File: src/rtl/md_pkg.sv
package md_pkg;

	// Operand and result word width.
	localparam int MD_WIDTH = 32;

	// Width of the latency counter, enough for 1 to 15 cycles.
	localparam int MD_CTR_W = 4;

	// Default latencies in clock cycles.
	localparam int unsigned MD_MULT_CYCLES_DEF = 5;
	localparam int unsigned MD_DIV_CYCLES_DEF  = 10;

	// Operation codes presented on op_i.
	typedef enum logic [3:0] {
		MD_NONE  = 4'd0,
		MD_MTHI  = 4'd1,
		MD_MTLO  = 4'd2,
		MD_MULT  = 4'd3,
		MD_MULTU = 4'd4,
		MD_DIV   = 4'd5,
		MD_DIVU  = 4'd6
	} md_op_t;

endpackage

File: src/rtl/md_timer.sv
`timescale 1ns/1ps

module md_timer (
	input  logic                        clk,
	input  logic                        rst_n_i,
	input  logic                        start_i,
	input  logic [md_pkg::MD_CTR_W-1:0] load_val_i,
	input  logic                        hold_i,
	input  logic                        abort_i,
	output logic                        done_o,
	output logic                        running_o
);

	import md_pkg::*;

	logic [MD_CTR_W-1:0] cnt_q;

	always_ff @(posedge clk) begin
		if (!rst_n_i) begin
			cnt_q <= '0;
		end else if (abort_i) begin
			cnt_q <= '0;
		end else if (start_i) begin
			cnt_q <= load_val_i;
		end else if (!hold_i && (cnt_q != '0)) begin
			cnt_q <= cnt_q - MD_CTR_W'(1);
		end
	end

	// Last counting cycle, unless frozen by a stall.
	assign done_o    = (cnt_q == MD_CTR_W'(1)) && !hold_i;
	assign running_o = (cnt_q != '0);

endmodule

File: config.mk
export PLATFORM = sky130hd
export DESIGN_NAME = md_timer
export DESIGN_NICKNAME = d
export VERILOG_FILES = /design/src/rtl/md_pkg.sv /design/src/rtl/md_timer.sv
export SDC_FILE = /design/constraint.sdc
export NUM_CORES = 1
export LEC_CHECK = 0
export BUFFER_PORTS_ARGS = -buffer_cell sky130_fd_sc_hd__buf_2
export CAP_MARGIN = 10
export CORE_AREA = 3 3 40 42
export DETAILED_ROUTE_END_ITERATION = 12
export DIE_AREA = 0 0 43 45
export GPL_ROUTABILITY_DRIVEN = 0
export SLEW_MARGIN = 25
export SYNTH_ARGS = -nofsm -noshare
export SYNTH_HDL_FRONTEND = slang
export SYNTH_SLANG_ARGS = --single-unit
File: constraint.sdc
create_clock -name clk -period 3.18 [get_ports clk]
set_input_delay 0.318 -clock clk [delete_from_list [all_inputs] [get_ports clk]]
set_output_delay 0.318 -clock clk [all_outputs]
set_load 0.05 [all_outputs]
==> results of run 1 <==
cells in the mapped netlist:
cell	count
mux2i_1	1
nor2b_1	1
nor2_1	3
nor4_2	1
nor4b_1	1
a21oi_1	2
o21ai_0	5
or3_1	1
ha_1	2
inv_1	5
dfxtp_1	4
o2111ai_1	1
a31oi_1	2
nand3_1	2
nor3b_2	1
nand4b_1	1
per-layer routing:
layer	global-route usage (%)	up-vias
li1	-	149
met1	8.47	125
met2	10.8	11
met3	5.18	0
met4	3.61	0
met5	0	-
final cells by class:
class	count	area, um2
well taps	15	18.8
multi-input cells	24	168
inverters	5	18.8
flip-flops and latches	4	80.1
repair buffers	10	50.0
clock buffers	3	22.5
fillers	138	927
power by group through the flow:
stage | clock (mW) | sequential [mW] | combinational (mW)
6_report | 0.0640 | 0.0562 | 0.0339
2_1_floorplan | 0 | 0.0561 | 0.0233
3_3_place_gp | 0 | 0.0569 | 0.0336
4_1_cts | 0.0679 | 0.0561 | 0.0342
5_1_grt | 0.0716 | 0.0566 | 0.0381
3_5_place_dp | 0 | 0.0570 | 0.0340
tightest hold or removal path, delay by kind of cell:
kind | cells | cell delay (ns)
simple gates | 2 | 0.12
buf+inv | 1 | 0.07
stage by stage:
step	instance area [um2]	instances	utilization [%]
after global placement	335	58	26.1
after CTS	358	61	27.8
after floorplan	267	33	-
after global routing	358	61	27.8
final	358	61	27.8
after detailed placement	335	58	26.1
path summary, 6_finish.rpt:
kind	startpoint	end	slack, ns	cells past startpoint
worst min register to register	cnt_q[1]$_SDFFE_PP0P_	cnt_q[1]$_SDFFE_PP0P_	0.52	2
worst max register to register	cnt_q[0]$_SDFFE_PP0P_	cnt_q[0]$_SDFFE_PP0P_	1.77	5
worst max-delay path	cnt_q[0]$_SDFFE_PP0P_	running_o	1.41	5
worst min-delay path	load_val_i[1]	cnt_q[1]$_SDFFE_PP0P_	0.32	3
logic make-up after synthesis:
| logic type | share of synthesized area (%) |
|---|---|
| AOI/OAI and AO/OA | 21.1 |
| adders and majority gates | 9.39 |
| buffers and inverters | 7.04 |
| DFF | 30.0 |
| muxes | 3.76 |
| and+or+nand+nor | 28.6 |
==> summary.txt, run 1 <==
status: finished clean
proportion of layout cells with a drive suffix above 1: 32.6%
Mapped Avg Cell Area: 8.08 um2
initial antenna violation count: 0
fin nets: 59
chip height: 45 um
HPWL Detailed: 476 um
critical setup path kind: reg2out
internal power: 108 uW
RSZ-0062 raised after global routing: false
final WL: 605 um
Rows: 13
Leak: 0.166 nW
die width: 43 um
metal3 WL: 61 um
leading area contributor after synthesis: dfxtp_1
Hold WS: 0.318 ns
Yosys top cell area share: 30.0%
synth unique cells: 16
first-pass GRT wire length: 1040 um
Clk Latency, worst-skew pair: 0.24 ns
Clock power frac: 41.5%
CTS buffer count: 3
CORE AREA: 0.00128 mm2
max_cap viols: 0
Clock transition at path regs: 0.04 ns
area of the die: 0.00194 mm2
DR WL/cell: 9.92 um
maximum vdd drop: 0.211 mV
routed length on met2: 256 um
uppermost layer routed: met3
Largest delay share family, worst path: flip-flops
port buffer count: 10
Logic pwr share: 22.0%
Slew headroom: 75.8%
CP bufs+invs: 3
crit-path most repeated cell: inv_1
ANT nets after route: 0
I/O pins: 11
drt initial violations: 9
CTS tree: built
most common cell after layout, fill and taps aside: buf_2
Post-Syn Instances: 33
#FFs+latches synth: 4
Layout area overhead: 34.3%
Switching Fraction: 29.7%
minimum clock period: 1.77 ns
netlist area before placement: 267 um2
Vias/cell: 4.67
biggest regs: cnt_q (4)
Setup Buffers After CTS: 0
worst-margin pin slew: 0.363 ns
flip-flop count of the largest register after layout: 4
final hold violation count: 0
period utilisation layout: 55.5%
DRC violations left: 0
CTS H-Tree Depth: 1
Initial Util: 20.7%
diode count: 0
CP max FO: 5
M1 wire length: 288 um
Root Driver: clkbuf_4
Sequential Power Share: 36.5%
vias: 285
CP max stage cell: dfxtp_1
max-slew violations: 0
fraction of the yosys area taken by sequential cells: 30.0%
DR pass1 iterations: 4
Reg with most FFs: cnt_q
Post-Place Setup Slack: 1.66 ns
Fmax: 0.566 GHz
synth warn: 0
largest net degree at the start of global routing: 9
post_cts resized: 0
pwr/cell area: 431 mW/mm2
setup_tns: 0 ns
post-synth net total: 44
CP endpoint kind: output port
top cells by area, synth: dfxtp_1, ha_1, o21ai_0
net switching power: 45.7 uW
Hold Path Class: in2reg
GRT Util Overall: 7.51%
setup ws final: 1.41 ns
WP data required: 2.86 ns
most frequent cells in the layout: buf_2, inv_1, o21ai_0
Worst path max stage delay: 0.40 ns
final setup vio count: 0
Setup Skew: 0.00180 ns
GR Overflow Total: 0
CTS Sinks: 4
CP Launch Type: flop
post-cts hold buffer count: 0
Total Power: 154 uW
CP Cell Sequence: inv_1 -> ha_1 -> nor3b_2 -> inv_1 -> buf_2
number of global-route vias before repair: 263
Worst EP arrival: 1.45 ns
Max clock buf depth: 2
(Power assumes the default switching activity.)
==> inputs of run 2 (changes only) <==
--- a/config.mk
+++ b/config.mk
@@ -5,6 +5,7 @@
 export SDC_FILE = /design/constraint.sdc
 export NUM_CORES = 1
 export LEC_CHECK = 0
+export ABC_AREA = 1
 export BUFFER_PORTS_ARGS = -buffer_cell sky130_fd_sc_hd__buf_2
 export CAP_MARGIN = 10
 export CORE_AREA = 3 3 40 42
==> constraint.sdc (replaced) <==
create_clock -name clk -period 1.48 [get_ports clk]
set_input_delay 0.148 -clock clk [delete_from_list [all_inputs] [get_ports clk]]
set_output_delay 0.148 -clock clk [all_outputs]
set_load 0.05 [all_outputs]
==> run 2 against run 1 <==
Net effect: sequential share of layout area shrank 2.4 points; sequential power grew 110%; critical path type unchanged; setup slack lost 1.3 ns; combinational power grew to 2.9 times the previous value; final area grew 12%; utilization grew 3.3 points; sequential cell count is the same; largest power group unchanged.
==> summary.txt, run 2 <==
HPWL Detailed: 507 um (+6.5%)
drt initial violations: 5 (-4)
# fillers: 153 (+11%)
Worst path max stage delay: 0.36 ns (-0.04 ns)
first-pass GRT wire length: 1020 um (-1.9%)
post-cts hold buffer count: 0 (unchanged)
CTS buffer count: 3 (unchanged)
post_cts resized: 0 (unchanged)
leading area contributor after synthesis: dfxtp_1
Setup Skew: 0.00193 ns (+0.000129 ns)
WP data required: 1.33 ns (-1.53 ns)
Adder-Cell Fraction of Synth Area: 8.16% (-1.2 points)
Post-synth EDFFs: 0 (unchanged)
Synth Area in Compound Gates: 8.16% (-13 points)
setup ws final: 0.122 ns (-1.29 ns)
Yosys top cell area share: 26.1% (-3.9 points)
reg2reg setup slack: 0.27 ns (-1.50 ns)
GRT Util Overall: 7.26% (-0.25 points)
RSZ-0062 raised after global routing: false
pwr/cell area: 870 mW/mm2 (+100%)
simple logic cell fraction of the synthesized area: 44.5% (+16 points)
CTS Sinks: 4 (unchanged)
Worst EP arrival: 1.21 ns (-0.24 ns)
CP Launch Type: flop
hold_sp: load_val_i[3]
Post-Place Setup Slack: 0.279 ns (-1.38 ns)
die width: 43 um (unchanged)
sequential standard cell area: 80.1 um2 (unchanged)
multi-input logic area: 195 um2 (+16%)
fraction of the yosys area taken by sequential cells: 26.1% (-3.9 points)
ANT nets after route: 0 (unchanged)
CP bufs+invs: 2 (-1)
worst r2r src: cnt_q[0]$_SDFFE_PP0P_
DRC violations left: 0 (unchanged)
max_cap viols: 0 (unchanged)
period utilisation layout: 91.7%
Max clock buf depth: 2 (unchanged)
synth warn: 0 (unchanged)
Global Route met3 Usage: 3.59% (-1.6 points)
Synth Flop Type: dfxtp_1
#FFs+latches synth: 4 (unchanged)
Setup Buffers After CTS: 0 (unchanged)
chip height: 45 um (unchanged)
final WL: 568 um (-6.1%)
I/O pins: 11 (unchanged)
Layout area overhead: 30.6%
flip-flop count of the largest register after layout: 4 (unchanged)
CTS tree: built
Root Driver: clkbuf_4
Post-synth top cells: nand2_1, inv_1, dfxtp_1, nor2_1, a21oi_1
proportion of layout cells with a drive suffix above 1: 32.8% (+0.18 points)
Fmax: 0.737 GHz
DR pass1 iterations: 4 (unchanged)
Vias/cell: 4.17 (-11%)
Hold WS: 0.219 ns (-0.0996 ns)
critical setup path kind: reg2out
M2 GR Usage: 10.5% (-0.30 points)
CP endpoint kind: output port
minimum clock period: 1.36 ns
fin nets: 74 (+25%)
Post-Syn Instances: 48 (+45%)
Largest delay share family, worst path: flip-flops
CP startpoint: cnt_q[0]$_SDFFE_PP0P_
synth unique cells: 17 (+1)
largest family of logic cells by synthesized area: simple AND/OR/NAND/NOR gates
diode count: 0 (unchanged)
area of the die: 0.00194 mm2 (unchanged)
initial antenna violation count: 0 (unchanged)
Post-synth ARST share: 0% (unchanged)
Initial Util: 23.9% (+3.1 points)
placed cells: 73 (+26%)
most common cell after layout, fill and taps aside: nand2_1
most frequent cells in the layout: nand2_1, buf_2, inv_1
netlist area before placement: 307 um2 (+15%)
M1 GR Usage: 8.96% (+0.48 points)
post-synth net total: 59 (+34%)
maximum vdd drop: 0.430 mV (+100%)
CORE AREA: 0.00128 mm2 (unchanged)
largest net degree at the start of global routing: 7 (-2)
Rows: 13 (unchanged)
Synth Area in XOR/XNOR: 2.86% (+2.9 points)
DR WL/cell: 7.47 um (-25%)
CP Cell Sequence: inv_1 -> ha_1 -> nand2_2 -> buf_4
max-slew violations: 0 (unchanged)
status: finished clean
Slew headroom: 83.6% (+7.8 points)
GR Overflow Total: 0 (unchanged)
port buffer count: 10 (unchanged)
CP max stage cell: dfxtp_1
worst-margin pin slew: 0.247 ns (-0.115 ns)
Clk Latency, worst-skew pair: 0.23 ns (about the same)
CP max FO: 4 (-1)
final setup vio count: 0 (unchanged)
Leak: 0.225 nW (+36%)
setup_tns: 0 ns (unchanged)
vias: 317 (+11%)
number of global-route vias before repair: 266 (+1.1%)
biggest regs: cnt_q (4)
top cells by area, synth: dfxtp_1, nand2_1, ha_1
final cell count without fillers: 76 (+25%)
count leader, synth: nand2_1
multiplexer share of the synthesized area: 0% (-3.8 points)
Hold Path Class: in2reg
CTS H-Tree Depth: 1 (unchanged)
Reg with most FFs: cnt_q
Most Crowded Layer GR: met2
Mapped Avg Cell Area: 6.39 um2 (-21%)
final hold violation count: 0 (unchanged)
Clock transition at path regs: 0.04 ns (about the same)
-- run 2: metrics by stage --
step	instance area, um2	util (%)	power, mW
global placement	375	29.2	0.217
detailed placement	375	29.2	0.217
CTS	398	31.0	0.355
global route	400	31.2	0.378
finish	400	31.2	0.348
floorplan	307	-	0.191
-- run 2: final cells by class --
| class | instances | share of cell area, % |
|---|---|---|
| multi-input cells | 36 | 48.7 |
| flip-flops and latches | 4 | 20.0 |
| clock buffers | 3 | 5.62 |
| inverters | 8 | 7.81 |
| well taps | 15 | 4.69 |
| repair buffers | 10 | 13.1 |
-- run 2: per-layer routing --
layer	routed length, um	share of wire [%]	up-vias
li1	-	-	173
met1	254	45	130
met2	254	45	12
met3	51	9.0	2
met4	8	1.4	0
met5	0	0	-
-- run 2: worst reg2reg max path: stages, from the launching register on --
cell and delay (ns):
dfxtp_1 0.36, inv_1 0.08, ha_1 0.23, nand2_2 0.10
nand2_4 0.07, nor2_2 0.09, nand2_1 0.06, nand3_1 0.07
nand2_1 0.05, inv_1 0.04
-- run 2: worst paths after layout --
| check | end | depth (start not counted) |
|---|---|---|
| max reg2reg | cnt_q[3]$_SDFFE_PP0P_ | 9 |
| min | cnt_q[3]$_SDFFE_PP0P_ | 5 |
| min reg2reg | cnt_q[1]$_SDFFE_PP0P_ | 2 |
| max | running_o | 4 |
-- run 2: power breakdown --
part	switching, mW	internal [mW]	total, mW
sequential	0.00563	0.114	0.120
combinational	0.0602	0.0370	0.0972
clock	0.0411	0.0905	0.132
total	0.107	0.241	0.348
-- run 2: kinds of logic after synthesis --
kind of cell,count (synthesis)
buf+inv,8
flops,4
compound gates,5
xor+xnor,1
simple gates,28
fa+ha+maj,2
