==> src/rtl/md_pkg.sv <==
package md_pkg;

	// Operand and result word width.
	localparam int MD_WIDTH = 32;

	// Width of the latency counter, enough for 1 to 15 cycles.
	localparam int MD_CTR_W = 4;

	// Default latencies in clock cycles.
	localparam int unsigned MD_MULT_CYCLES_DEF = 5;
	localparam int unsigned MD_DIV_CYCLES_DEF  = 10;

	// Operation codes presented on op_i.
	typedef enum logic [3:0] {
		MD_NONE  = 4'd0,
		MD_MTHI  = 4'd1,
		MD_MTLO  = 4'd2,
		MD_MULT  = 4'd3,
		MD_MULTU = 4'd4,
		MD_DIV   = 4'd5,
		MD_DIVU  = 4'd6
	} md_op_t;

endpackage

==> src/rtl/md_hilo.sv <==
`timescale 1ns/1ps

module md_hilo (
	input  logic                        clk,
	input  logic                        rst_n_i,
	input  logic                        wr_res_i,
	input  logic                        wr_hi_i,
	input  logic                        wr_lo_i,
	input  logic                        restore_i,
	input  logic [md_pkg::MD_WIDTH-1:0] res_hi_i,
	input  logic [md_pkg::MD_WIDTH-1:0] res_lo_i,
	input  logic [md_pkg::MD_WIDTH-1:0] dh_i,
	output logic [md_pkg::MD_WIDTH-1:0] hi_o,
	output logic [md_pkg::MD_WIDTH-1:0] lo_o
);

	import md_pkg::*;

	logic [MD_WIDTH-1:0] hi_q;
	logic [MD_WIDTH-1:0] lo_q;
	logic [MD_WIDTH-1:0] bak_hi_q;
	logic [MD_WIDTH-1:0] bak_lo_q;
	logic                any_wr;

	assign any_wr = wr_res_i || wr_hi_i || wr_lo_i;

	always_ff @(posedge clk) begin
		if (!rst_n_i) begin
			hi_q     <= '0;
			lo_q     <= '0;
			bak_hi_q <= '0;
			bak_lo_q <= '0;
		end else if (restore_i) begin
			// Backup stays as is, so a second restore lands on the same pair.
			hi_q <= bak_hi_q;
			lo_q <= bak_lo_q;
		end else if (any_wr) begin
			bak_hi_q <= hi_q;
			bak_lo_q <= lo_q;
			if (wr_res_i) begin
				hi_q <= res_hi_i;
				lo_q <= res_lo_i;
			end else if (wr_hi_i) begin
				hi_q <= dh_i;
			end else begin
				lo_q <= dh_i;
			end
		end
	end

	assign hi_o = hi_q;
	assign lo_o = lo_q;

endmodule

==> config.mk <==
export PLATFORM = sky130hd
export DESIGN_NAME = md_hilo
export DESIGN_NICKNAME = d
export VERILOG_FILES = /design/src/rtl/md_pkg.sv /design/src/rtl/md_hilo.sv
export SDC_FILE = /design/constraint.sdc
export NUM_CORES = 1
export LEC_CHECK = 0
export BUFFER_PORTS_ARGS = -buffer_cell sky130_fd_sc_hd__buf_4
export CAP_MARGIN = 5
export CELL_PAD_IN_SITES_DETAIL_PLACEMENT = 1
export CELL_PAD_IN_SITES_GLOBAL_PLACEMENT = 1
export CORE_ASPECT_RATIO = 0.8
export CORE_UTILIZATION = 35
export DETAILED_ROUTE_END_ITERATION = 8
export PLACE_DENSITY_LB_ADDON = 0.1
export SYNTH_ARGS = -nofsm -noshare
export SYNTH_HDL_FRONTEND = slang
export SYNTH_SLANG_ARGS = --single-unit
==> constraint.sdc <==
create_clock -name clk -period 1.44 [get_ports clk]
set_clock_uncertainty 0.05 [all_clocks]
set_input_delay 0.288 -clock clk [delete_from_list [all_inputs] [get_ports clk]]
set_output_delay 0.288 -clock clk [all_outputs]
set_load 0.02 [all_outputs]
==> results of run 1 <==
==> worst max-delay path by stage <==
stage | start | to | slack (ns) | depth (start not counted)
3_3_place_gp | wr_res_i | lo_o[0] | -0.14 | 6
4_1_cts | hi_o[29] | hi_o[29] | 0.11 | 1
2_1_floorplan | restore_i | hi_o[8] | -0.06 | 7
3_5_place_dp | wr_res_i | lo_o[0] | -0.17 | 6
6_report | lo_o[3] | lo_o[3] | 0.13 | 1
5_1_grt | hi_o[14] | hi_o[14] | 0.09 | 1
==> cell usage after synthesis <==
library cell and number:
dfxtp_1 128, nand2_1 128, mux2i_1 64, clkbuf_1 54
o221ai_1 48, o22ai_1 42, nor2b_1 34, a211oi_1 31
a21oi_1 21, a221oi_1 16, o21ai_0 16, a21oi_2 10
buf_4 7, buf_6 6, o22ai_2 6, buf_2 4
inv_1 2, or2_1 2, a22o_1 1, and2_4 1
nor2_1 1, nor2_2 1, nor3_1 1, o21a_1 1
or3_4 1
==> metrics by stage <==
stage	TNS, ns	worst slack [ns]	power, uW
final	0	0.133	9510
after global routing	0	0.0925	9860
after detailed placement	-3.62	-0.166	5510
after CTS	0	0.112	9600
after global placement	-1.05	-0.138	5470
after floorplan	-0.494	-0.0563	4760
==> flip-flops by register name, indices dropped and copies added, names as in the netlist <==
name / flops
bak_hi_q: 32
bak_lo_q: 32
hi_o: 32
lo_o: 32
==> metal layers <==
metal  wire length [um]  share of wire
met4                306          0.015
met5                  0              0
met3               1580          0.078
met1               8380           0.41
met2              10000           0.49
==> power by group through the flow <==
stage	clock network, uW	logic, uW	registers [uW]
finish	4060	1580	3870
global route	4280	1690	3890
CTS	4140	1590	3870
detailed placement	0	1570	3940
global placement	0	1540	3930
floorplan	0	703	4060
==> cell families (layout without fill, tap and decap cells) <==
family,count (synthesis),in the layout,share of synthesized area
simple gates,169,169,0.130
mux,64,64,0.112
flops,128,128,0.448
compound gates,192,192,0.249
buf+inv,73,243,0.0613
==> final cells by class <==
type / count / area share
multi-input cells: 425 / 0.354
flip-flops and latches: 128 / 0.323
repair buffers: 212 / 0.219
clock buffers: 23 / 0.0627
well taps: 215 / 0.0339
clock inverters: 6 / 0.00724
inverters: 2 / 0.000945
==> results.sh, run 1 <==
export IMPL_pwr_density_cell_nw_per_um2=1200
export IMPL_area_sequential_um2=2560
export IMPL_setup_viol=0
export IMPL_nNetsFinal=888
export IMPL_grtUsageMet1=0.279
export IMPL_wl_per_cell_um=20.0
export IMPL_yosysWarnings=0
export IMPL_p_clk_frac=0.427
export IMPL_ys_top_cells_by_area="dfxtp_1, mux2i_1, nand2_1"
export IMPL_placed_cell_area_um2=7390
export IMPL_drc_errors=0
export IMPL_worstSetupPathType="reg -> out"
export IMPL_syn_inst=626
export IMPL_post_route_period_util=0.908
export IMPL_antennaDiodeCount=0
export IMPL_cpPeakStageDelay_ns=0.39
export IMPL_maxCapViolations=0
export IMPL_syn2layout_area_growth_pct=39.0
export IMPL_tritoncts="built"
export IMPL_hp_start="res_hi_i[8]"
export IMPL_root_buffer="clkbuf_16"
export IMPL_worst_path_max_fanout=2
export IMPL_layoutNonFillerInstCount=1011
export IMPL_hp_class="in -> reg"
export IMPL_layout_common_cells="buf_4, nand2_1, dfxtp_1"
export IMPL_cts_resized=0
export IMPL_intPower_uw=7030
export IMPL_initial_utilization=0.360
export IMPL_final_common_cell="buf_4"
export IMPL_drtPass1Iterations=4
export IMPL_io_buffers=165
export IMPL_crit_arrival_ns=0.97
export IMPL_status="finished, final reports clean"
export IMPL_overflow=0
export IMPL_rsz0062_at_grt="false"
export IMPL_drtIter0Drc=278
export IMPL_cp_buffers_inverters=1
export IMPL_fp_dieH_um=116
export IMPL_fp_dieW_um=145
export IMPL_grt_util_all_layers=0.247
export IMPL_cp_cell_sequence="buf_4"
export IMPL_multi_input_area_um2=2810
export IMPL_slew_violations=0
export IMPL_routabilityCongestion=0.853
export IMPL_r2r_cells=2
export IMPL_synth_area_um2=5710
export IMPL_dp_hpwl_mm=14.4
export IMPL_placementRows=41
export IMPL_avgSynthCellArea_um2=9.13
export IMPL_ys_types=25
export IMPL_coreArea_um2=15900
export IMPL_max_freq_mhz=765
export IMPL_vias=5545
export IMPL_hold_path_endpoint="hi_o[8]"
export IMPL_syn_num_nets=728
export IMPL_grt_pass1_vias=5799
export IMPL_fin_util=0.501
export IMPL_fill_cells=1837
export IMPL_layout_drive_gt1_share=0.328
export IMPL_p_sw_frac=0.261
export IMPL_grt_pass1_wl_mm=30.9
export IMPL_switchingPower_uw=2480
export IMPL_critPathTopFamily="flip-flops"
export IMPL_post_cts_buffers=0
export IMPL_dieArea_um2=16800
export IMPL_vias_per_cell=5.48
export IMPL_hold_depth=3
export IMPL_busiest_layer="met2"
export IMPL_io_pins=166
export IMPL_drt_wl_total_mm=20.3
export IMPL_netlist_area_leader_share=0.448
export IMPL_met3_usage=0.0791
export IMPL_hold_ws_ns=0.101
export IMPL_synth_top_area_cell="dfxtp_1"
export IMPL_grt_max_degree=61
export IMPL_worstMarginPinSlew_ns=0.420
export IMPL_cts_max_path_buffers=2
export IMPL_slowest_stage="dfxtp_1"
export IMPL_slew_headroom=0.718
export IMPL_gr_usage_met2=0.440
export IMPL_antenna_left=0
export IMPL_power_frac_seq=0.407
export IMPL_path_clk_slew_ns=0.05
export IMPL_finalHoldViolations=0
export IMPL_vdd_drop_max_uv=650
export IMPL_clk_latency_ns=0.42
export IMPL_startpoint_type="register"
export IMPL_r2r_end="lo_o[16]"
export IMPL_p_comb_frac=0.166
export IMPL_rrSetupSlack_ns=0.60
export IMPL_htree_levels=4
export IMPL_cts_buffers=17
export IMPL_final_cell_area_um2=7950
export IMPL_synth_seq_area_share=0.448
export IMPL_critPathRequiredTime_ns=1.10
export IMPL_end_kind="output port"
export IMPL_cts_sinks=128
export IMPL_antenna_found_initial=0
export IMPL_period_needed_ns=1.31
export IMPL_power_leakage_uw=0.00324
export IMPL_ys_ff_latch=128
export IMPL_timing_rr_start="bak_lo_q[16]"
export IMPL_dp_cells=982
export IMPL_postCtsHoldBufs=0
Note: power is estimated with default switching activity, not from simulation.
==> run 2, diff against run 1 <==
CORE_UTILIZATION = 30   (was 35)
==> run 2 against run 1 <==
Via count decreased by 0.61%. Count of clock-buffer cells in the layout shrank 2. Worst hold slack gained 0.020 ns.
==> results.sh, run 2 (synthesis gave the netlist of run 1 again) <==
export IMPL_status="finished, final reports clean"
export IMPL_dp_cells=1031
export IMPL_initial_utilization=0.311
export IMPL_path_clk_slew_ns=0.05
export IMPL_drt_wl_total_mm=20.4
export IMPL_timing_rr_start="bak_lo_q[6]"
export IMPL_layout_drive_gt1_share=0.340
export IMPL_layout_common_cells="buf_4, nand2_1, dfxtp_1"
export IMPL_drtPass1Iterations=4
export IMPL_cp_buffers_inverters=1
export IMPL_clk_latency_ns=0.42
export IMPL_postCtsHoldBufs=0
export IMPL_worstMarginPinSlew_ns=0.439
export IMPL_hold_ws_ns=0.121
export IMPL_overflow=0
export IMPL_htree_levels=4
export IMPL_critPathTopFamily="flip-flops"
export IMPL_coreArea_um2=18400
export IMPL_io_pins=166
export IMPL_worst_path_max_fanout=3
export IMPL_dieArea_um2=19600
export IMPL_worstSetupPathType="reg -> out"
export IMPL_vias=5511
export IMPL_grt_util_all_layers=0.211
export IMPL_crit_arrival_ns=1.01
export IMPL_syn2layout_area_growth_pct=41.6
export IMPL_gr_usage_met2=0.346
export IMPL_slowest_stage="dfxtp_1"
export IMPL_cts_resized=0
export IMPL_critPathRequiredTime_ns=1.10
export IMPL_vias_per_cell=5.18
export IMPL_p_total_uw=9590
export IMPL_antenna_left=0
export IMPL_vdd_drop_max_uv=720
export IMPL_cpPeakStageDelay_ns=0.41
export IMPL_fill_cells=2135
export IMPL_crit_cells=1
export IMPL_power_leakage_uw=0.00330
export IMPL_wl_per_cell_um=19.2
export IMPL_routabilityCongestion=0.794
export IMPL_grtUsageMet1=0.259
export IMPL_critPathLaunch="hi_o[20]"
export IMPL_period_needed_ns=1.34
export IMPL_cts_sinks=128
export IMPL_r2r_cells=2
export IMPL_cp_cell_sequence="buf_4"
export IMPL_hp_start="res_hi_i[0]"
export IMPL_tritoncts="built"
export IMPL_grt_max_degree=53
export IMPL_slew_headroom=0.707
export IMPL_grt_pass1_vias=5763
export IMPL_dp_hpwl_mm=14.7
export IMPL_cts_buffers=17
export IMPL_layoutNonFillerInstCount=1063
export IMPL_post_route_period_util=0.933
export IMPL_io_buffers=165
export IMPL_startpoint_type="register"
export IMPL_hold_depth=3
export IMPL_cts_max_path_buffers=2
export IMPL_fp_dieH_um=125
export IMPL_maxCapViolations=0
export IMPL_post_cts_buffers=0
export IMPL_root_buffer="clkbuf_16"
export IMPL_rsz0062_at_grt="false"
export IMPL_nNetsFinal=899
export IMPL_antennaDiodeCount=0
export IMPL_finalHoldViolations=0
export IMPL_pwr_density_cell_nw_per_um2=1190
export IMPL_hp_class="in -> reg"
export IMPL_placementRows=44
export IMPL_antenna_found_initial=0
export IMPL_max_freq_mhz=744
export IMPL_final_common_cell="buf_4"
export IMPL_drtIter0Drc=245
export IMPL_met3_usage=0.0624
export IMPL_end_kind="output port"
export IMPL_grt_pass1_wl_mm=31.6
export IMPL_drc_errors=0
export IMPL_fp_dieW_um=156
export IMPL_setup_viol=0
export IMPL_busiest_layer="met2"
export IMPL_slew_violations=0
run 2: worst register-to-register path: cells and delay by family (launching register included):
family	cells	cell delay, ns
flip-flops	1	0.31
AO/OA/AOI/OAI	2	0.37
run 2: power breakdown:
part	internal, uW	switching [uW]	leakage [uW]	total (uW)
sequential	3740	124	0.00105	3860
clock	2490	1630	0.000278	4120
combinational	753	852	0.00197	1600
total	6980	2610	0.00330	9590
run 2: routing by layer:
| layer | vias to the layer above | share of wire |
|---|---|---|
| li1 | 2654 | - |
| met1 | 2664 | 0.46 |
| met2 | 164 | 0.46 |
| met3 | 29 | 0.057 |
| met4 | 0 | 0.026 |
| met5 | - | 0 |
run 2: cell type report:
class	instances	area [um^2]	area share
well taps	253	317	0.0391
flip-flops and latches	128	2560	0.317
clock inverters	11	88.8	0.0110
clock buffers	21	470	0.0581
inverters	2	7.51	0.000928
multi-input cells	425	2810	0.347
repair buffers	223	1840	0.227
run 2: path summary, 6_finish.rpt:
kind	endpoint	slack, ns
setup / recovery	hi_o[20]	0.1
hold / removal	hi_o[0]	0.12
setup reg to reg	lo_o[6]	0.59
hold reg to reg	bak_hi_q[27]	0.41
run 2: through the flow:
stage / setup WS [ns] / util / setup TNS, ns / cell area, um^2
after detailed placement: -0.198 / 0.410 / -4.61 / 7530
final: 0.0962 / 0.440 / 0 / 8090
after global routing: 0.0461 / 0.440 / 0 / 8090
after CTS: 0.0752 / 0.440 / 0 / 8090
after global placement: -0.158 / 0.410 / -2.05 / 7530
after floorplan: -0.0563 / - / -0.494 / 5740
==> run 3, diff against run 2 <==
==> constraint.sdc (replaced) <==
create_clock -name clk -period 1.44 [get_ports clk]
set_clock_uncertainty 0.05 [all_clocks]
set_input_delay 0.072 -clock clk [delete_from_list [all_inputs] [get_ports clk]]
set_output_delay 0.072 -clock clk [all_outputs]
set_load 0.02 [all_outputs]
==> run 3 against run 2 <==
Via count rose by 3.4%. Die area is the same. Non-clock buffer count increased by 37. Fmax down 3.1%. Largest power group unchanged.
==> results.sh, run 3 (synthesis gave the netlist of run 1 again) <==
export IMPL_tritoncts="built"
export IMPL_hold_depth=3
export IMPL_period_needed_ns=1.39
export IMPL_dp_hpwl_mm=14.9
export IMPL_vias_per_cell=5.18
export IMPL_max_freq_mhz=721
export IMPL_power_leakage_uw=0.00343
export IMPL_wl_per_cell_um=19.6
export IMPL_dieArea_um2=19600
export IMPL_cts_sinks=128
export IMPL_slew_violations=0
export IMPL_startpoint_type="input port"
export IMPL_routabilityCongestion=0.809
export IMPL_layout_common_cells="buf_4, nand2_1, dfxtp_1"
export IMPL_finalHoldViolations=0
export IMPL_worst_path_max_fanout=20
export IMPL_fp_dieW_um=156
export IMPL_grt_max_degree=55
export IMPL_cts_max_path_buffers=2
export IMPL_slew_headroom=0.680
export IMPL_timing_rr_start="bak_hi_q[12]"
export IMPL_grt_pass1_wl_mm=33.5
export IMPL_final_common_cell="buf_4"
export IMPL_overflow=0
export IMPL_worstMarginPinSlew_ns=0.480
export IMPL_fill_cells=2094
export IMPL_drtIter0Drc=302
export IMPL_p_total_uw=9810
export IMPL_final_cell_area_um2=8550
export IMPL_drc_errors=0
export IMPL_maxCapViolations=0
export IMPL_root_buffer="clkbuf_16"
export IMPL_antenna_left=0
export IMPL_critPathRequiredTime_ns=1.69
export IMPL_cts_buffers=17
export IMPL_io_buffers=165
export IMPL_dp_cells=1011
export IMPL_vias=5697
export IMPL_antenna_found_initial=1
export IMPL_htree_levels=4
export IMPL_initial_utilization=0.311
export IMPL_crit_arrival_ns=1.64
export IMPL_status="finished, final reports clean"
export IMPL_worstSetupPathType="in -> reg"
export IMPL_hold_ws_ns=0.0247
export IMPL_fp_dieH_um=125
export IMPL_syn2layout_area_growth_pct=49.6
export IMPL_drtPass1Iterations=4
export IMPL_layoutNonFillerInstCount=1099
export IMPL_io_pins=166
export IMPL_end_kind="register"
export IMPL_clk_latency_ns=0.41
export IMPL_hp_start="res_lo_i[13]"
export IMPL_post_route_period_util=0.963
export IMPL_nNetsFinal=936
export IMPL_coreArea_um2=18400
export IMPL_vdd_drop_max_uv=565
export IMPL_critPathLaunch="wr_hi_i"
export IMPL_layout_drive_gt1_share=0.302
export IMPL_pwr_density_cell_nw_per_um2=1150
export IMPL_setup_viol=0
export IMPL_grt_pass1_vias=6030
export IMPL_grt_util_all_layers=0.224
export IMPL_hp_class="in -> reg"
export IMPL_rsz0062_at_grt="false"
export IMPL_tns_ns=0
export IMPL_placed_cell_area_um2=7380
export IMPL_drt_wl_total_mm=21.5
export IMPL_placementRows=44
export IMPL_r2r_cells=3
export IMPL_path_clk_slew_ns=0.06
## run 3: cell types whose count changed in the layout (fill, tap and decap cells not counted)
cell           previous run  this run
dlygate4sd3_1             0        56
diode_2                   0         1
buf_6                     0         2
bufinv_16                 1         2
buf_4                   210       188
clkinv_2                  7         3
clkbuf_1                  1         0
clkinvlp_4                2         5
clkinv_4                  1         0
buf_8                     0         1
## run 3: cell type report
class	instances	area (um^2)	area share
tap	253	317	0.0370
clock inverter	10	113	0.0132
inverter	2	7.51	0.000878
antenna	1	2.50	0.000293
clock buffer	20	467	0.0546
sequential	128	2560	0.300
multi-input combinational	425	2810	0.329
timing repair buffer	260	2270	0.266
## run 3: per-layer routing
metal	share of wire	up-vias	routed length [um]	GRT usage
met4	0.0085	0	183	0.0525
li1	-	2725	-	-
met1	0.45	2792	9580	0.282
met3	0.059	13	1280	0.0596
met5	0	-	0	0
met2	0.49	167	10500	0.380
## run 3: timing repair
item / 4_1_cts / 5_1_grt
resized for setup: 0 / 4
setup buffers: 0 / 1
endpoints found under the setup margin: 0 / 1
hold buffers: 56 / 0
endpoints found under the hold margin: 56 / 0
## run 3: worst paths after layout
check | end | slack [ns]
worst max-delay path | hi_o[12] | 0.05
worst min-delay path | lo_o[13] | 0.02
worst max register to register | hi_o[12] | 0.15
worst min register to register | bak_hi_q[9] | 0.40
## run 3: report_power, final
group          leakage [uW]  internal (uW)  switching (uW)
clock              0.000272           2650            1580
combinational       0.00211            824             890
sequential          0.00105           3740             125
## run 3: critical path, cell delays in order
cell	delay [ns]
buf_6	0.15
or3_4	0.43
buf_12	0.17
o221ai_1	0.17
a21oi_1	0.06
dlygate4sd3_1	0.56
## run 3: stage by stage
step,setup slack [ns],utilization
after detailed placement,-0.00985,0.401
after floorplan,0.138,-
after global routing,0.00816,0.465
after global placement,0.0262,0.401
final,0.0528,0.465
after CTS,0.0260,0.463
