`src/rtl/md_pkg.sv`:
```
package md_pkg;

	// Operand and result word width.
	localparam int MD_WIDTH = 32;

	// Width of the latency counter, enough for 1 to 15 cycles.
	localparam int MD_CTR_W = 4;

	// Default latencies in clock cycles.
	localparam int unsigned MD_MULT_CYCLES_DEF = 5;
	localparam int unsigned MD_DIV_CYCLES_DEF  = 10;

	// Operation codes presented on op_i.
	typedef enum logic [3:0] {
		MD_NONE  = 4'd0,
		MD_MTHI  = 4'd1,
		MD_MTLO  = 4'd2,
		MD_MULT  = 4'd3,
		MD_MULTU = 4'd4,
		MD_DIV   = 4'd5,
		MD_DIVU  = 4'd6
	} md_op_t;

endpackage

```
`src/rtl/md_ctrl.sv`:
```
`timescale 1ns/1ps

module md_ctrl #(
	parameter int unsigned MULT_CYCLES = md_pkg::MD_MULT_CYCLES_DEF,
	parameter int unsigned DIV_CYCLES  = md_pkg::MD_DIV_CYCLES_DEF
) (
	input  logic                        clk,
	input  logic                        rst_n_i,
	input  md_pkg::md_op_t              op_i,
	input  logic                        stop_i,
	input  logic                        restore_i,
	input  logic                        done_i,
	input  logic                        running_i,
	input  logic                        div_zero_i,
	output logic                        start_o,
	output logic [md_pkg::MD_CTR_W-1:0] load_val_o,
	output logic                        hold_o,
	output logic                        abort_o,
	output logic                        capture_o,
	output logic                        wr_res_o,
	output logic                        wr_hi_o,
	output logic                        wr_lo_o,
	output logic                        restore_o,
	output logic                        busy_o,
	output logic                        invalid_o
);

	import md_pkg::*;

	typedef enum logic {
		IDLE = 1'b0,
		RUN  = 1'b1
	} state_t;

	state_t state_q;
	state_t state_d;
	logic   is_mul;
	logic   is_div;
	logic   accept;
	logic   invalid_q;

	assign is_mul = (op_i == MD_MULT) || (op_i == MD_MULTU);
	assign is_div = (op_i == MD_DIV) || (op_i == MD_DIVU);

	// An issue only counts in IDLE and when neither stop nor restore is up.
	assign accept = (state_q == IDLE) && (op_i != MD_NONE) && !stop_i && !restore_i;

	assign capture_o  = accept && (is_mul || is_div);
	assign start_o    = capture_o;
	assign load_val_o = is_div ? MD_CTR_W'(DIV_CYCLES) : MD_CTR_W'(MULT_CYCLES);

	assign wr_hi_o = accept && (op_i == MD_MTHI);
	assign wr_lo_o = accept && (op_i == MD_MTLO);

	// Result is dropped for a divide by zero or when restore arrives with it.
	assign wr_res_o = (state_q == RUN) && done_i && !div_zero_i && !restore_i;

	assign hold_o    = stop_i;
	assign abort_o   = restore_i;
	assign restore_o = restore_i;

	assign busy_o    = running_i;
	assign invalid_o = invalid_q;

	always_comb begin
		state_d = state_q;
		case (state_q)
			IDLE: begin
				if (capture_o) begin
					state_d = RUN;
				end
			end
			RUN: begin
				if (restore_i || done_i) begin
					state_d = IDLE;
				end
			end
			default: state_d = IDLE;
		endcase
	end

	always_ff @(posedge clk) begin
		if (!rst_n_i) begin
			state_q   <= IDLE;
			invalid_q <= 1'b0;
		end else begin
			state_q <= state_d;
			// Flag follows the captured operands one edge later.
			if (accept) begin
				invalid_q <= 1'b0;
			end else if (state_q == RUN) begin
				invalid_q <= div_zero_i;
			end
		end
	end

endmodule

```
`config.mk`:
```
export PLATFORM = sky130hd
export DESIGN_NAME = md_ctrl
export DESIGN_NICKNAME = d
export VERILOG_FILES = /design/src/rtl/md_pkg.sv /design/src/rtl/md_ctrl.sv
export SDC_FILE = /design/constraint.sdc
export NUM_CORES = 1
export LEC_CHECK = 0
export BUFFER_PORTS_ARGS = -buffer_cell sky130_fd_sc_hd__buf_2
export CAP_MARGIN = 20
export CORE_AREA = 2 2 39 41
export CTS_BUF_LIST = sky130_fd_sc_hd__clkbuf_4
export CTS_CLUSTER_DIAMETER = 80
export DETAILED_ROUTE_END_ITERATION = 10
export DIE_AREA = 0 0 41 43
export GPL_TIMING_DRIVEN = 0
export HOLD_SLACK_MARGIN = 0.03
export SYNTH_ARGS = -nofsm -noshare
export SYNTH_HDL_FRONTEND = slang
export SYNTH_SLANG_ARGS = --single-unit
```
`constraint.sdc`:
```
create_clock -name clk -period 1.5 [get_ports clk]
set_input_delay 0.075 -clock clk [delete_from_list [all_inputs] [get_ports clk]]
set_output_delay 0.075 -clock clk [all_outputs]
set_load 0.02 [all_outputs]
```
==> run summary, run 1 <==
Status: finished clean
Sw power: 73.27 uW
Vias in the first global route: 216
Routed Antenna Nets: 0
Htree depth: 1
Clk root buf: clkbuf_4
Largest buffer count on any clock path: 2
Most frequent cells in the layout: 20 x buf_2, 10 x buf_4, 3 x clkbuf_4
Tot GR Track Use: 7.708%
Drt total wl: 605 um
Fillers: 163
# IOs: 25
Core area: 0.001384 mm2
Worst Path Arrival: 1.41 ns
Main combinational cell family by area after synthesis: simple AND/OR/NAND/NOR gates
Fin crit share: 98.70%
Synth cell types: 17
Commonest non-fill, non-tap cell in the layout: buf_2
Synthesized area per cell: 8.527 um2
CTS tree: done
Crit path max fanout: 5
Crit path largest cell delay: 0.46 ns
Crit-path slowest cell: or4_4
ANT cells: 0
DRC: 0
Adder-Cell Fraction of Synth Area: 0%
Post-synthesis compound-gate area fraction: 13.59%
RSZ-0062 raised after global routing: true
Hold crit path type: input pin to register
Max Slew Vio Count: 0
Mapped Cells: 27
TritonCTS Buffers: 3
Setup Skew: 0.002278 ns
Final hold violation count: 0
DRT iter0 DRCs: 2
Clock transition at path regs: 0.03 ns
Maximum VDD drop: 0.3104 mV
Worst Tran Pin Value: 0.2521 ns
DIE WIDTH: 41 um
R2R depth: 4
Final core utilization: 30.38%
Part of the power in registers: 21.5%
First-pass GRT wire length: 855 um
GRT overflow: 0
Static Leak: 0.2081 nW
WL/cell: 8.768 um
Crit start category: register
Initial antenna violation count: 0
Clock latency on the worst-skew pair: 0.22 ns
Internal Power: 184.3 uW
Switching share of power: 28.45%
Sequential area share after synthesis: 17.39%
Combined area of the multi-input logic cells: 146.4 um2
XOR/XNOR share of the synthesized area: 3.804%
Routability-driven placement congestion ratio: 0.5811
Layout cell share with drive strength beyond 1: 75.47%
Largest net degree at the start of global routing: 7
Reg area: 41.29 um2
Drt pass-1 iters: 2
Starting density of the core: 16.64%
Clock network fraction of design power: 44.8%
Normalized max-slew margin: 83.04%
Synth Cell Area: 230.2 um2
Post-layout minimum cycle time: 1.481 ns
Simple-gate share of the synthesized area: 37.50%
Hold-fix buffers at CTS: 0
Port buffer count: 23
CP Capture Type: output pin
Layout area overhead: 82.61%
Logic gate share of total power: 33.7%
Crit path cell chain: or4_4 > nor4b_2 > buf_4
Post-synthesis net count: 38
Fmax: 675.4 MHz
Hold depth: 2
Syn. warnings: 0
Total number of vias: 289
Max Cap Viol: 0
Mux cell area share after synthesis: 0%
Die Footprint: 0.001763 mm2
Cell row count: 14
Routed vias/inst: 4.188
Die Ht: 43 um
Worst hold slack: 0.08813 ns
WP data required: 1.42 ns
Nets: 66
Pwr dens: 612.6 mW/mm2
Yosys reg bits: 2
Final count of negative-setup-slack endpoints: 0
Setup CP Type: register to output pin
Clock sink total: 2
[Yosys cell counts]
library cell / n / area, um2
xor2_1: 1 / 8.760
nor3_1: 1 / 5.000
nand3_1: 1 / 5.000
inv_1: 1 / 3.750
dfxtp_1: 2 / 40.04
or4_4: 1 / 11.26
and3b_1: 1 / 8.760
nor4_1: 1 / 6.260
o21a_1: 1 / 7.510
nor4b_1: 2 / 17.52
a21bo_2: 1 / 10.01
nor3b_1: 1 / 7.510
a21oi_2: 1 / 8.760
o21ai_1: 1 / 5.000
nand3b_1: 2 / 15.01
nor4bb_1: 1 / 10.01
buf_4: 8 / 60.06
[stage by stage]
step                      worst slack [ns]  total power [mW]  cell area (um2)  cells  TNS [ns]
after global placement             0.08578            0.1369            365.4     66         0
after floorplan                    -0.1795            0.1040            230.2     27   -0.3590
after detailed placement           0.08239            0.1380            365.4     66         0
after CTS                         -0.01682            0.2674            419.2     70  -0.03231
after global routing              -0.02694            0.2802            420.4     69  -0.04850
final                              0.01949            0.2575            420.4     69         0
[registers in the layout, indices dropped and copies added, names as in the netlist]
register   count
invalid_o      1
state_q        1
[cell type report]
| type | instances | area share (%) |
|---|---|---|
| Buffer | 7 | 12.50 |
| Clock buffer | 3 | 5.357 |
| Inverter | 1 | 0.8929 |
| Multi-Input combinational cell | 16 | 34.82 |
| Sequential cell | 2 | 9.821 |
| Tap cell | 16 | 4.762 |
| Timing Repair Buffer | 24 | 31.85 |
[path summary, 6_finish.rpt]
kind               endpoint  slack (ns)      start
setup / recovery    wr_hi_o        0.02    state_q
hold / removal      state_q        0.09    rst_n_i
setup reg to reg    state_q        0.27    state_q
hold reg to reg   invalid_o        0.48  invalid_o
[kinds of logic (layout without fill, tap and decap cells)]
kind of cell,Yosys count,after routing
xor+xnor,1,1
buf+inv,9,35
simple gates,11,11
compound gates,4,4
flops,2,2
[power by group through the flow]
stage / combinational [mW] / sequential [mW] / clock [mW]
final: 0.0867 / 0.0553 / 0.115
after global routing: 0.0950 / 0.0554 / 0.130
after CTS: 0.0877 / 0.0553 / 0.124
after detailed placement: 0.0821 / 0.0559 / 0
after global placement: 0.0810 / 0.0559 / 0
after floorplan: 0.0479 / 0.0561 / 0
[metal layers]
layer / wire length, um / part of all wire, % / global-route usage (%) / up-vias
met2: 293 / 48 / 10.31 / 13
met5: 0 / 0 / 0 / -
met1: 218 / 36 / 7.962 / 129
met3: 84 / 14 / 3.665 / 2
li1: - / - / - / 145
met4: 8 / 1.3 / 8.000 / 0
[worst max-delay path: cells and delay by family, from the launching register on]
family,cells,cell delay (ns)
flip-flops,1,0.32
AND/OR/NAND/NOR,2,0.69
buffers and inverters,1,0.18
[what timing repair did]
action,4_1_cts,5_1_grt
endpoints found under the setup margin,4,3
pin swaps,1,0
resized for setup,5,3
buffers inserted,1,0
No activity file was read; power rests on OpenSTA's default activity.
==> inputs of run 2 (changes only) <==
--- a/config.mk
+++ b/config.mk
@@ -14,6 +14,7 @@
 export DIE_AREA = 0 0 41 43
 export GPL_TIMING_DRIVEN = 0
 export HOLD_SLACK_MARGIN = 0.03
+export PLACE_DENSITY = 0.46
 export SYNTH_ARGS = -nofsm -noshare
 export SYNTH_HDL_FRONTEND = slang
 export SYNTH_SLANG_ARGS = --single-unit
==> run 2 against run 1 <==
Final cell count up 4.3%. Flip-flop and latch count stayed put. Hold slack got worse by 0.015 ns. Global-route usage shrank 0.49 points. Wire length grew 3.5%. Power up 4.1%.
==> run summary, run 2 (synthesis results as in run 1) <==
Worst Tran Pin Value: 0.2239 ns (-0.02825 ns)
Tot GR Track Use: 7.214% (-0.49 points)
Commonest non-fill, non-tap cell in the layout: buf_2
Static Leak: 0.2237 nW (+7.5%)
Largest buffer count on any clock path: 2 (unchanged)
Setup CP Type: register to output pin
Layout area overhead: 88.59%
Met3 usage: 9.948% (+6.3 points)
WL/cell: 8.694 um (-0.84%)
GRT overflow: 0 (unchanged)
DRC: 0 (unchanged)
Status: finished clean
Worst hold slack: 0.07359 ns (-0.01454 ns)
Most used routing layer: met3
TritonCTS Buffers: 3 (unchanged)
DRT iter0 DRCs: 0 (-2)
First-pass GRT wire length: 765 um (-11%)
Post-place setup slack: 0.08966 ns (+0.007276 ns)
Most frequent cells in the layout: 22 x buf_2, 12 x buf_4, 3 x clkbuf_4
Clk root buf: clkbuf_4
Hold crit path type: input pin to register
Die Ht: 43 um (unchanged)
Die Footprint: 0.001763 mm2 (unchanged)
CTS tree: done
Core area: 0.001384 mm2 (unchanged)
Crit path max fanout: 3 (-2)
Cell row count: 14 (unchanged)
Crit start category: register
Starting density of the core: 16.64% (unchanged)
Routed vias/inst: 4.097 (-2.2%)
Power, Total: 268.0 uW (+4.1%)
# IOs: 25 (unchanged)
Maximum VDD drop: 0.3603 mV (+16%)
ANT cells: 0 (unchanged)
Crit path largest cell delay: 0.46 ns (about the same)
Largest net degree at the start of global routing: 7 (unchanged)
Post-layout minimum cycle time: 1.491 ns (+0.01076 ns)
Final count of negative-setup-slack endpoints: 0 (unchanged)
Drt pass-1 iters: 1 (-1)
Clock sink total: 2 (unchanged)
Routing usage on met2: 8.438% (-1.9 points)
Met1 usage: 7.348% (-0.61 points)
Nets: 69 (+4.5%)
Fmax: 670.6 MHz (-0.72%)
WP data required: 1.42 ns (about the same)
Fin crit share: 99.42% (+0.72 points)
CP Capture Type: output pin
Clock transition at path regs: 0.03 ns (about the same)
Fillers: 152 (-6.7%)
Setup Skew: 0.007277 ns (+0.004999 ns)
Max Slew Vio Count: 0 (unchanged)
Normalized max-slew margin: 84.94% (+1.9 points)
Port buffer count: 23 (unchanged)
Worst Path Arrival: 1.42 ns (about the same)
Crit-path slowest cell: or4_4
Initial antenna violation count: 0 (unchanged)
RSZ-0062 raised after global routing: true
Routability-driven placement congestion ratio: 0.5961 (+2.6%)
Routed Antenna Nets: 0 (unchanged)
Drt total wl: 626 um (+3.5%)
Clock latency on the worst-skew pair: 0.23 ns (about the same)
PnR worst setup slack: 0.008731 ns (-0.01076 ns)
Final hold violation count: 0 (unchanged)
Detailed Place HPWL: 454.6 um
Layout cell share with drive strength beyond 1: 76.79% (+1.3 points)
Crit path cell chain: or4_4 > nor4b_2 > buf_2
DIE WIDTH: 41 um (unchanged)
Htree depth: 1 (unchanged)
Max Cap Viol: 0 (unchanged)
Pwr dens: 617.3 mW/mm2 (+0.78%)
Total number of vias: 295 (+2.1%)
Vias in the first global route: 195 (-9.7%)
## run 2: cell types whose count changed in the layout (fill, tap and decap cells not counted)
cell   before  now
buf_4      10   12
buf_6       1    0
buf_2      20   22
## run 2: final timing paths
path	from	endpoint	slack [ns]	cells after the start
max	state_q	wr_hi_o	0.009	3
min	rst_n_i	state_q	0.07	2
max reg2reg	state_q	state_q	0.21	5
min reg2reg	invalid_o	invalid_o	0.49	2
## run 2: stage by stage
step | TNS (ns) | cells | area [um2] | utilization (%)
after CTS | 0 | 71 | 426.7 | 30.83
after global routing | -0.03885 | 72 | 434.2 | 31.37
after global placement | 0 | 66 | 365.4 | 26.40
after floorplan | -0.3590 | 27 | 230.2 | -
after detailed placement | 0 | 66 | 365.4 | 26.40
final | 0 | 72 | 434.2 | 31.37
## run 2: worst max-delay path, delay by kind of cell, from the launching register on
kind | cells | cell delay [ns]
flip-flops | 1 | 0.31
buffers and inverters | 1 | 0.20
AND/OR/NAND/NOR | 2 | 0.68
## run 2: area by class of cell
class,instances,area [um2],share of cell area (%)
tap,16,20.02,4.611
multi-input combinational,16,146.4,33.72
sequential,2,41.29,9.510
inverter,1,3.754,0.8646
clock buffer,3,22.52,5.187
timing repair buffer,26,140.1,32.28
buffer,8,60.06,13.83
## run 2: metal layers
layer	part of all wire, %	wire [um]
met3	19	121
met4	0	0
met2	42	265
met1	38	239
met5	0	0
## run 2: what timing repair did
action	in CTS	in global routing
pin swaps	1	0
hold endpoints to repair	0	0
resized for setup	5	0
hold buffers	0	0
setup buffers	2	1
endpoints found under the setup margin	4	3
## run 2: report_power, final
group	leakage (nW)	internal, mW	switching (mW)	total [mW]
Clock	0.0138	0.0887	0.0357	0.124
Sequential	0.0166	0.0546	0.000478	0.0550
Combinational	0.193	0.0432	0.0453	0.0886
==> inputs of run 3 (changes only) <==
--- a/config.mk
+++ b/config.mk
@@ -15,6 +15,7 @@
 export GPL_TIMING_DRIVEN = 0
 export HOLD_SLACK_MARGIN = 0.03
 export PLACE_DENSITY = 0.46
+export SETUP_SLACK_MARGIN = 0.4
 export SYNTH_ARGS = -nofsm -noshare
 export SYNTH_HDL_FRONTEND = slang
 export SYNTH_SLANG_ARGS = --single-unit
==> run 3 against run 2 <==
Hold slack better by 0.018 ns. Die area stayed put. Non-clock buffer count is the same. Via count up 5.8%. Wire length grew 6.5%. Critical path type unchanged. Critical endpoint unchanged. Largest cell class unchanged.
==> run summary, run 3 (synthesis results as in run 1) <==
Clock transition at path regs: 0.03 ns (about the same)
Die Footprint: 0.001763 mm2 (unchanged)
Htree depth: 1 (unchanged)
Switching share of power: 29.43% (-0.98 points)
TritonCTS Buffers: 3 (unchanged)
Initial antenna violation count: 0 (unchanged)
Layout cell share with drive strength beyond 1: 78.57% (+1.8 points)
Worst Path Arrival: 1.39 ns (-0.03 ns)
Pwr dens: 548.8 mW/mm2 (-11%)
Crit path cell chain: or4_4 > nor4b_4 > buf_4
Sw power: 80.01 uW (-1.8%)
Fin crit share: 97.69% (-1.7 points)
Post-layout minimum cycle time: 1.465 ns (-0.02591 ns)
Max Slew Vio Count: 0 (unchanged)
Clk root buf: clkbuf_4
Hold Crit Start: rst_n_i
Logic gate share of total power: 37.1% (+4.1 points)
Static Leak: 0.2462 nW (+10%)
Drt pass-1 iters: 4 (+3)
DRT iter0 DRCs: 8 (+8)
Critical Path Source: state_q
Routability-driven placement congestion ratio: 0.5911 (-0.84%)
Worst Tran Pin Value: 0.3009 ns (+0.07699 ns)
DIE WIDTH: 41 um (unchanged)
Routed Antenna Nets: 0 (unchanged)
WL/cell: 9.264 um (+6.5%)
Clock sink total: 2 (unchanged)
DRC: 0 (unchanged)
Crit-path slowest cell: or4_4
ANT cells: 0 (unchanged)
Setup TNS: 0 ns (unchanged)
Crit start category: register
Hold crit path type: input pin to register
Final core utilization: 35.80% (+4.4 points)
Fmax: 682.4 MHz (+1.8%)
Layout area overhead: 115.2%
Total number of vias: 312 (+5.8%)
Internal Power: 191.9 uW (+2.9%)
Cell row count: 14 (unchanged)
Drt total wl: 667 um (+6.5%)
Clock network fraction of design power: 42.6% (-3.8 points)
Largest net degree at the start of global routing: 7 (unchanged)
RSZ-0062 raised after global routing: true
Crit path largest cell delay: 0.47 ns (about the same)
First-pass GRT wire length: 1014 um (+33%)
Part of the power in registers: 20.2% (-0.3 points)
Routed vias/inst: 4.333 (+5.8%)
Tot GR Track Use: 8.408% (+1.2 points)
WP data required: 1.42 ns (about the same)
Nets: 69 (unchanged)
Core area: 0.001384 mm2 (unchanged)
Most frequent cells in the layout: 18 x buf_2, 11 x buf_4, 5 x buf_6
Max Cap Viol: 0 (unchanged)
Setup CP Type: register to output pin
Crit path max fanout: 3 (unchanged)
Starting density of the core: 16.64% (unchanged)
CP Capture Type: output pin
Fillers: 151 (-0.66%)
Port buffer count: 23 (unchanged)
Die Ht: 43 um (unchanged)
Largest buffer count on any clock path: 2 (unchanged)
GRT overflow: 0 (unchanged)
Maximum VDD drop: 0.4160 mV (+15%)
Clock latency on the worst-skew pair: 0.22 ns (about the same)
Final count of negative-setup-slack endpoints: 0 (unchanged)
Commonest non-fill, non-tap cell in the layout: buf_2
Vias in the first global route: 284 (+46%)
Hold-fix buffers at CTS: 0 (unchanged)
Detailed Place HPWL: 501.6 um (+10%)
# IOs: 25 (unchanged)
Setup Skew: 0.003036 ns (-0.004240 ns)
Final hold violation count: 0 (unchanged)
Worst r2r src: state_q
Status: finished clean
CTS tree: done
Normalized max-slew margin: 79.76% (-5.2 points)
[run 3: power groups by stage]
| stage | clock network (mW) | registers (mW) | logic [mW] |
|---|---|---|---|
| after detailed placement | 0 | 0.0560 | 0.0914 |
| final | 0.116 | 0.0551 | 0.101 |
| after global placement | 0 | 0.0561 | 0.0914 |
| after global routing | 0.127 | 0.0551 | 0.109 |
| after CTS | 0.124 | 0.0550 | 0.0963 |
| after floorplan | 0 | 0.0562 | 0.0538 |
[run 3: cell type report]
type	instances	area, um2	area share, %
Multi-Input combinational cell	16	178.9	36.11
Timing Repair Buffer	26	165.2	33.33
Buffer	8	63.81	12.88
Sequential cell	2	41.29	8.333
Clock buffer	3	22.52	4.545
Tap cell	16	20.02	4.040
Inverter	1	3.754	0.7576
[run 3: critical path, delay by kind of cell (launching register included)]
kind / cells / cell delay, ns
flops: 1 / 0.31
buf+inv: 1 / 0.17
simple gates: 2 / 0.69
[run 3: path summary, 6_finish.rpt]
check                    to  slack, ns  cells past startpoint
setup / recovery    wr_hi_o       0.03                      3
hold / removal      state_q       0.09                      2
setup reg to reg    state_q       0.21                      5
hold reg to reg   invalid_o       0.49                      2
[run 3: layer usage]
metal  share of wire, %  track usage (%)  vias to the layer above  routed length [um]
li1                   -                -                      152                   -
met1                 40            10.19                      138                 268
met2                 47            12.50                       22                 313
met3                 13            1.571                        0                  86
met4                  0            6.000                        0                   0
met5                  0                0                        -                   0
[run 3: metrics by stage]
stage | std cells | hold WS (ns) | power [mW] | cell area, um2 | setup WS [ns]
finish | 72 | 0.09133 | 0.2719 | 495.5 | 0.03465
floorplan | 27 | 0.1870 | 0.1100 | 272.8 | 0.2629
CTS | 72 | 0.08036 | 0.2753 | 464.2 | 0.01186
global placement | 66 | 0.3284 | 0.1475 | 407.9 | 0.2101
detailed placement | 66 | 0.3135 | 0.1474 | 407.9 | 0.2022
global route | 72 | 0.1130 | 0.2919 | 495.5 | -0.03999
[run 3: repair_timing]
action | CTS | global route
pin swaps | 0 | 1
resized for setup | 4 | 7
endpoints found under the setup margin | 5 | 6
setup buffers | 3 | 0
